===== src/design/pcie_regs_pkg.sv =====
package pcie_regs_pkg;

    // data path widths
    parameter int DWORD_W     = 32;
    parameter int LINE_W      = 512;
    parameter int BE_W        = 64;
    parameter int REG_BYTES   = 4;

    // host address map
    parameter int PCIE_ADDR_W    = 18;
    parameter int PAGE_LSB       = 12;
    // first 512-bit line past the register region (64 KiB)
    parameter int RB_BRAM_OFFSET = 1024;

    // slot map inside one 512-bit line
    parameter int NB_SLOTS      = 8;
    parameter int SLOT_TAIL     = 0;
    parameter int SLOT_HEAD     = 1;
    parameter int SLOT_L_ADDR   = 2;
    parameter int SLOT_H_ADDR   = 3;
    parameter int SLOT_C2F_TAIL = 4;
    // reserved, always reads back as zero
    parameter int SLOT_C2F_HEAD = 5;
    parameter int SLOT_KMEM_L   = 6;
    parameter int SLOT_KMEM_H   = 7;

    typedef logic [DWORD_W-1:0]     dword_t;
    typedef logic [LINE_W-1:0]      line_t;
    typedef logic [BE_W-1:0]        byte_en_t;
    typedef logic [PCIE_ADDR_W-1:0] pcie_addr_t;
    typedef logic [2*DWORD_W-1:0]   kmem_addr_t;
    // one bit per slot, set when all byte enables of the slot are set
    typedef logic [NB_SLOTS-1:0]    slot_mask_t;

    typedef enum logic {
        RD_IDLE,
        RD_PENDING
    } rd_state_t;

endpackage

===== src/design/pcie_reg_ifs.sv =====
// decoded host request, shared by table and ring registers
interface mmio_req_if #(
    parameter int APP_IDX_W = 4
);
    import pcie_regs_pkg::*;

    logic                 wr_stb;
    slot_mask_t           slot_hit;
    line_t                wr_data;
    // write page while wr_stb is high, pending read page otherwise
    logic [APP_IDX_W-1:0] page_idx;
    logic                 rd_issue;

    modport src (
        output wr_stb,
        output slot_hit,
        output wr_data,
        output page_idx,
        output rd_issue
    );

    modport sink (
        input wr_stb,
        input slot_hit,
        input wr_data,
        input page_idx,
        input rd_issue
    );

endinterface

// queue table read result, all four banks at once
interface qt_read_if;
    import pcie_regs_pkg::*;

    logic   rd_valid;
    dword_t tail;
    dword_t head;
    dword_t l_addr;
    dword_t h_addr;

    modport src (
        output rd_valid,
        output tail,
        output head,
        output l_addr,
        output h_addr
    );

    modport sink (
        input rd_valid,
        input tail,
        input head,
        input l_addr,
        input h_addr
    );

endinterface


===== src/design/pcie_top.sv =====
module pcie_top #(
    parameter int APP_IDX_W = 4
) (
    input  logic                       pcie_clk,
    input  logic                       pcie_reset_n,
    input  pcie_regs_pkg::pcie_addr_t  pcie_address,
    input  logic                       pcie_read,
    input  logic                       pcie_write,
    input  pcie_regs_pkg::line_t       pcie_writedata,
    input  pcie_regs_pkg::byte_en_t    pcie_byteenable,
    output pcie_regs_pkg::line_t       pcie_readdata,
    output logic                       pcie_readdatavalid
);
    import pcie_regs_pkg::*;

    dword_t     c2f_tail;
    kmem_addr_t c2f_kmem_addr;

    mmio_req_if #(.APP_IDX_W(APP_IDX_W)) req_if ();
    qt_read_if rd_if ();

    // host request side
    mmio_decoder #(.APP_IDX_W(APP_IDX_W)) u_decoder (
        .pcie_clk        (pcie_clk),
        .pcie_reset_n    (pcie_reset_n),
        .pcie_address    (pcie_address),
        .pcie_read       (pcie_read),
        .pcie_write      (pcie_write),
        .pcie_writedata  (pcie_writedata),
        .pcie_byteenable (pcie_byteenable),
        .req             (req_if.src)
    );

    queue_table #(.APP_IDX_W(APP_IDX_W)) u_queue_table (
        .pcie_clk     (pcie_clk),
        .pcie_reset_n (pcie_reset_n),
        .req          (req_if.sink),
        .rd           (rd_if.src)
    );

    c2f_ring_regs u_c2f_regs (
        .pcie_clk      (pcie_clk),
        .pcie_reset_n  (pcie_reset_n),
        .req           (req_if.sink),
        .c2f_tail      (c2f_tail),
        .c2f_kmem_addr (c2f_kmem_addr)
    );

    // read line back to the host
    readback_mux u_readback (
        .pcie_clk           (pcie_clk),
        .pcie_reset_n       (pcie_reset_n),
        .rd                 (rd_if.sink),
        .c2f_tail           (c2f_tail),
        .c2f_kmem_addr      (c2f_kmem_addr),
        .pcie_readdata      (pcie_readdata),
        .pcie_readdatavalid (pcie_readdatavalid)
    );

endmodule


===== src/design/readback_mux.sv =====
module readback_mux (
    input  logic                       pcie_clk,
    input  logic                       pcie_reset_n,
    qt_read_if.sink                    rd,
    input  pcie_regs_pkg::dword_t      c2f_tail,
    input  pcie_regs_pkg::kmem_addr_t  c2f_kmem_addr,
    output pcie_regs_pkg::line_t       pcie_readdata,
    output logic                       pcie_readdatavalid
);
    import pcie_regs_pkg::*;

    line_t line_next;

    // slots in slot order, upper half of the line stays zero
    always_comb begin
        line_next = '0;
        line_next[SLOT_TAIL*DWORD_W     +: DWORD_W] = rd.tail;
        line_next[SLOT_HEAD*DWORD_W     +: DWORD_W] = rd.head;
        line_next[SLOT_L_ADDR*DWORD_W   +: DWORD_W] = rd.l_addr;
        line_next[SLOT_H_ADDR*DWORD_W   +: DWORD_W] = rd.h_addr;
        line_next[SLOT_C2F_TAIL*DWORD_W +: DWORD_W] = c2f_tail;
        // no c2f head register on this card
        line_next[SLOT_C2F_HEAD*DWORD_W +: DWORD_W] = '0;
        line_next[SLOT_KMEM_L*DWORD_W   +: DWORD_W] = c2f_kmem_addr[DWORD_W-1:0];
        line_next[SLOT_KMEM_H*DWORD_W   +: DWORD_W] = c2f_kmem_addr[2*DWORD_W-1:DWORD_W];
    end

    always_ff @(posedge pcie_clk) begin
        if (!pcie_reset_n) begin
            pcie_readdata      <= '0;
            pcie_readdatavalid <= 1'b0;
        end else begin
            pcie_readdatavalid <= rd.rd_valid;
            // hold the last line between reads
            if (rd.rd_valid) begin
                pcie_readdata <= line_next;
            end
        end
    end

endmodule


===== src/design/c2f_ring_regs.sv =====
module c2f_ring_regs (
    input  logic                       pcie_clk,
    input  logic                       pcie_reset_n,
    mmio_req_if.sink                   req,
    output pcie_regs_pkg::dword_t      c2f_tail,
    output pcie_regs_pkg::kmem_addr_t  c2f_kmem_addr
);
    import pcie_regs_pkg::*;

    // single global ring, written from any page
    always_ff @(posedge pcie_clk) begin
        if (!pcie_reset_n) begin
            c2f_tail      <= '0;
            c2f_kmem_addr <= '0;
        end else if (req.wr_stb) begin
            if (req.slot_hit[SLOT_C2F_TAIL]) begin
                c2f_tail <= req.wr_data[SLOT_C2F_TAIL*DWORD_W +: DWORD_W];
            end
            // each half of the kernel address has its own slot
            if (req.slot_hit[SLOT_KMEM_L]) begin
                c2f_kmem_addr[DWORD_W-1:0] <=
                    req.wr_data[SLOT_KMEM_L*DWORD_W +: DWORD_W];
            end
            if (req.slot_hit[SLOT_KMEM_H]) begin
                c2f_kmem_addr[2*DWORD_W-1:DWORD_W] <=
                    req.wr_data[SLOT_KMEM_H*DWORD_W +: DWORD_W];
            end
        end
    end

endmodule


===== src/design/queue_table.sv =====
module queue_table #(
    parameter int APP_IDX_W = 4
) (
    input  logic       pcie_clk,
    input  logic       pcie_reset_n,
    mmio_req_if.sink   req,
    qt_read_if.src     rd
);
    import pcie_regs_pkg::*;

    // tail, head, low and high kernel address
    localparam int NB_BANKS = 4;
    localparam int DEPTH    = 2 ** APP_IDX_W;

    dword_t     bank_mem [NB_BANKS][DEPTH];
    dword_t     bank_q   [NB_BANKS];
    dword_t     out_q    [NB_BANKS];
    logic [1:0] vld_q;

    // bank b holds slot SLOT_TAIL + b of every page
    always_ff @(posedge pcie_clk) begin
        for (int b = 0; b < NB_BANKS; b++) begin
            if (req.wr_stb && req.slot_hit[SLOT_TAIL + b]) begin
                bank_mem[b][req.page_idx] <=
                    req.wr_data[(SLOT_TAIL + b)*DWORD_W +: DWORD_W];
            end

            // memory read register
            if (req.rd_issue) begin
                bank_q[b] <= bank_mem[b][req.page_idx];
            end

            // output register
            if (vld_q[0]) begin
                out_q[b] <= bank_q[b];
            end
        end
    end

    always_ff @(posedge pcie_clk) begin
        if (!pcie_reset_n) begin
            vld_q <= '0;
        end else begin
            vld_q <= {vld_q[0], req.rd_issue};
        end
    end

    assign rd.rd_valid = vld_q[1];
    assign rd.tail     = out_q[SLOT_TAIL   - SLOT_TAIL];
    assign rd.head     = out_q[SLOT_HEAD   - SLOT_TAIL];
    assign rd.l_addr   = out_q[SLOT_L_ADDR - SLOT_TAIL];
    assign rd.h_addr   = out_q[SLOT_H_ADDR - SLOT_TAIL];

endmodule


===== src/design/mmio_decoder.sv =====
module mmio_decoder #(
    parameter int APP_IDX_W = 4
) (
    input  logic                       pcie_clk,
    input  logic                       pcie_reset_n,
    input  pcie_regs_pkg::pcie_addr_t  pcie_address,
    input  logic                       pcie_read,
    input  logic                       pcie_write,
    input  pcie_regs_pkg::line_t       pcie_writedata,
    input  pcie_regs_pkg::byte_en_t    pcie_byteenable,
    mmio_req_if.src                    req
);
    import pcie_regs_pkg::*;

    // byte offset bits of a 512-bit line
    localparam int LINE_LSB   = $clog2(BE_W);
    localparam int LINE_IDX_W = PCIE_ADDR_W - LINE_LSB;

    logic [APP_IDX_W-1:0] page_in;
    logic                 reg_region;
    logic                 rd_accept;
    logic                 rd_go;
    slot_mask_t           slot_full;

    rd_state_t            rd_state;
    logic                 wr_stb_q;
    slot_mask_t           slot_hit_q;
    line_t                wr_data_q;
    logic [APP_IDX_W-1:0] wr_page_q;
    logic [APP_IDX_W-1:0] rd_page_q;

    assign page_in    = pcie_address[PAGE_LSB +: APP_IDX_W];
    assign reg_region = pcie_address[PCIE_ADDR_W-1:LINE_LSB] < LINE_IDX_W'(RB_BRAM_OFFSET);
    assign rd_accept  = pcie_read && reg_region;

    // partial slot writes are dropped
    always_comb begin
        for (int i = 0; i < NB_SLOTS; i++) begin
            slot_full[i] = &pcie_byteenable[i*REG_BYTES +: REG_BYTES];
        end
    end

    // the table has one host port, a write strobe always wins
    assign rd_go = (rd_state == RD_PENDING) && !wr_stb_q;

    always_ff @(posedge pcie_clk) begin
        if (!pcie_reset_n) begin
            wr_stb_q <= 1'b0;
            rd_state <= RD_IDLE;
        end else begin
            wr_stb_q <= pcie_write;
            if (rd_accept) begin
                rd_state <= RD_PENDING;
            end else if (rd_go) begin
                rd_state <= RD_IDLE;
            end
        end
    end

    always_ff @(posedge pcie_clk) begin
        if (pcie_write) begin
            slot_hit_q <= slot_full;
            wr_data_q  <= pcie_writedata;
            wr_page_q  <= page_in;
        end
        if (rd_accept) begin
            rd_page_q <= page_in;
        end
    end

    assign req.wr_stb   = wr_stb_q;
    assign req.slot_hit = slot_hit_q;
    assign req.wr_data  = wr_data_q;
    assign req.page_idx = wr_stb_q ? wr_page_q : rd_page_q;
    assign req.rd_issue = rd_go;

endmodule


===== config.mk =====
export PLATFORM = sky130hd
export DESIGN_NAME = pcie_top
export DESIGN_NICKNAME = d
export VERILOG_FILES = /design/src/design/pcie_regs_pkg.sv /design/src/design/pcie_reg_ifs.sv /design/src/design/pcie_top.sv /design/src/design/readback_mux.sv /design/src/design/c2f_ring_regs.sv /design/src/design/queue_table.sv /design/src/design/mmio_decoder.sv
export SDC_FILE = /design/constraint.sdc
export NUM_CORES = 2
export LEC_CHECK = 0
export BUFFER_PORTS_ARGS = -buffer_cell sky130_fd_sc_hd__buf_2
export CAP_MARGIN = 40
export CORE_MARGIN = 5
export CORE_UTILIZATION = 40
export CTS_BUF_LIST = sky130_fd_sc_hd__clkbuf_16
export DETAILED_ROUTE_END_ITERATION = 12
export PLACE_DENSITY = 0.66
export REMOVE_ABC_BUFFERS = 1
export SKIP_CTS_REPAIR_TIMING = 1
export SYNTH_ARGS = -nofsm -noshare
export SYNTH_HDL_FRONTEND = slang
export SYNTH_SLANG_ARGS = --single-unit

===== constraint.sdc =====
create_clock -name pcie_clk -period 8.5 [get_ports pcie_clk]
set_clock_uncertainty 0.05 [all_clocks]
set_input_delay 1.7 -clock pcie_clk [delete_from_list [all_inputs] [get_ports pcie_clk]]
set_output_delay 1.7 -clock pcie_clk [all_outputs]
set_load 0.01 [all_outputs]

==> flow_summary.yaml <==
run_status:
  outcome: "finished clean"
global_route:
  antenna_found_initial: 16
  grt_most_used_layer: "met2"
  grt_pass1_vias: 61300
  grt_max_degree: 232
  track_usage: 0.207
  grt_overflow: 0
  grt_use_met3: 0.0385
  grt_pass1_wl_um: 429000
  use_met1: 0.262
  use_met2: 0.359
setup_path:
  worstPathCellList: "buf_16 -> and3b_4 -> buf_4 -> nand3_1 -> nor2_4 -> buf_4"
  crit_fanout: 43
  crit_arrival_ns: 4.84
  cp.required_ns: 8.95
  cp_top_family: "simple AND/OR/NAND/NOR gates"
  worst_r2r_path_depth: 6
  cpMostUsedCell: "buf_4"
  worstPathBufferInverterCount: 3
  cp.depth: 6
  slowest_stage: "nor2_4"
  slowest_delay_ns: 0.82
  worst_setup_path_start_kind: "flop"
  worstSetupPathType: "flop to flop"
  critPathCaptureType: "flop"
yosys:
  syn_area_per_cell_um2: 16.9
  ys.warnings.count: 0
  async_flop_share: 0
  synth_cells: 6395
  yosysSeqAreaShare: 0.766
  yosys_most_used_dff: "edfxtp_1"
  yosysUniqueCellTypes: 31
  synth-edff-count: 2543
  synth-seq-cells: 2868
  synthesis.area_mm2: 0.108
  synth_most_common_cell: "edfxtp_1"
  synth_top_area_cell: "edfxtp_1"
  synth_top_cell_area_share: 0.706
  ys_top_cells_by_count: "edfxtp_1 (2543), o21ai_0 (1268), clkbuf_1 (346)"
  synth.area.top_cells: "edfxtp_1 (71%), dfxtp_1 (6.0%), o21ai_0 (5.9%)"
job:
  maxCapViolCount: 0
clock_network:
  cts_tree: "built"
  h-tree-depth: 5
  clkTransAtPathRegs_ns: 0.06
  cts-root-buf: "clkbuf_16"
  cts_buffers: 307
  worstSkewPairLatency_ns: 0.86
  cts_max_path_buffers: 4
  cts.sinks: 2868
die:
  die_w_um: 530
  fp.dieH_um: 530
  row_count: 191
  core-area_mm2: 0.270
  ioPinCount: 1111
  die-area_mm2: 0.281
  start_util: 0.401
routing:
  routedWlPerCell_um: 28.0
  drt_pass1_iterations: 6
  wl_um: 299000
  vias: 60600
  viasPerCell: 5.66
  postRouteAntennaNets: 0
  drt_iter0_markers: 6276
  drcViolationCount: 0
placement:
  dp_hpwl_um: 159000
  io_buffers: 486
  place_inst: 10100
  gp_congestion: 0.747
sta:
  tightest_slew_ns: 1.29
  period_minus_slack_ns: 4.40
  hold_viol: 0
  drv_slew: 0
  rsz0062_at_grt: "no"
  fmax_mhz: 227
  whs_ns: 0.336
  fin_crit_sh: 0.517
  slew_headroom: 0.141
  setup-violations-final: 0
finish:
  drive_gt1_frac: 0.197
  fin_cells: 10700
  layout.nets: 7480
  area_growth_pct: 14.7
pwr:
  power.leakage_nw: 39.5
  powerDensity_mw_per_mm2: 241
  ir_worst_vdd_mv: 0.163
worst_hold_path:
  min_path_cells: 0
  hold_path_class: "flop to flop"
[report_power, final]
part / switching, W / total, W / internal, W
clock network: 0.00545 / 0.0128 / 0.00737
registers: 0.000247 / 0.0159 / 0.0156
logic: 0.000811 / 0.00124 / 0.000429
[placed cells by master (no fill, tap or decap), drive strengths merged]
cell      count
inv          83
o21a          1
nor3b         5
buf         636
and2          8
bufinv       21
a32oi         1
nor2         70
dfxtp       325
conb        288
edfxtp     2543
and4          7
nand2       197
and3b         3
nand3        16
nor2b       225
o21ai      1280
clkinvlp     16
a21oi         1
clkinv      113
nor3          2
clkbuf      314
a41o        256
mux4        256
diode         6
nand4       128
a21boi       96
and3          2
mux2i       226
[routing by layer]
metal  vias up  share of wire
li1      25600              -
met1     30900           0.37
met2      3475           0.50
met3       630          0.087
met4         2          0.034
met5         -       0.000037
[worst paths after layout]
check                                                           from                                      end  slack, ns
worst min register to register  u_queue_table.bank_q[0][2]$_DFFE_PP_      u_queue_table.out_q[0][2]$_DFFE_PP_       0.34
worst max-delay path                 u_decoder.req.wr_stb$_SDFF_PN0_  u_queue_table.bank_mem[0][43]$_DFFE_PP_       4.10
worst max register to register       u_decoder.req.wr_stb$_SDFF_PN0_  u_queue_table.bank_mem[0][43]$_DFFE_PP_       4.10
worst min-delay path            u_queue_table.bank_q[0][2]$_DFFE_PP_      u_queue_table.out_q[0][2]$_DFFE_PP_       0.34
[registers in the layout, indices dropped and copies added (netlist names)]
name                           flops
u_decoder.rd_state                 1
u_decoder.req.wr_stb               1
u_readback.pcie_readdatavalid      1
u_queue_table.out_q              128
u_decoder.wr_page_q                4
u_decoder.rd_page_q                4
u_decoder.req.wr_data            224
u_readback.pcie_readdata         224
u_queue_table.bank_mem          2048
u_c2f_regs.c2f_tail               32
u_queue_table.bank_q             128
u_c2f_regs.c2f_kmem_addr          64
u_queue_table.vld_q                2
u_decoder.req.slot_hit             7
[cell families after synthesis]
kind of cell           count (synthesis)  synth area share
buffers and inverters                746            0.0373
AOI/OAI and AO/OA                   1635            0.0900
other                                  1         0.0000347
muxes                                482            0.0742
and+or+nand+nor                      663            0.0324
DFF                                 2868             0.766
[per-stage QoR]
step                      instance area (um2)  setup slack [ns]  setup TNS [ns]  total power, W   util
after floorplan                        105000            -17.78        -3137.68          0.0170      -
after global placement                 114000              3.77               0          0.0173  0.422
after detailed placement               114000              4.02               0          0.0174  0.424
after CTS                              124000              4.02               0          0.0302  0.460
after global routing                   124000              3.94               0          0.0309  0.460
final                                  124000              4.10               0          0.0299  0.460
[cell type report]
class / instances / area (um2)
Fill cell: 22800 / 146000
Sequential cell: 2868 / 82900
Multi-Input combinational cell: 3068 / 23000
Clock buffer: 314 / 7860
Tap cell: 3570 / 4470
Timing Repair Buffer: 636 / 4160
Clock inverter: 232 / 1790
Antenna cell: 6 / 15.0
Inverter: 1 / 3.75
(Power assumes the default switching activity.)
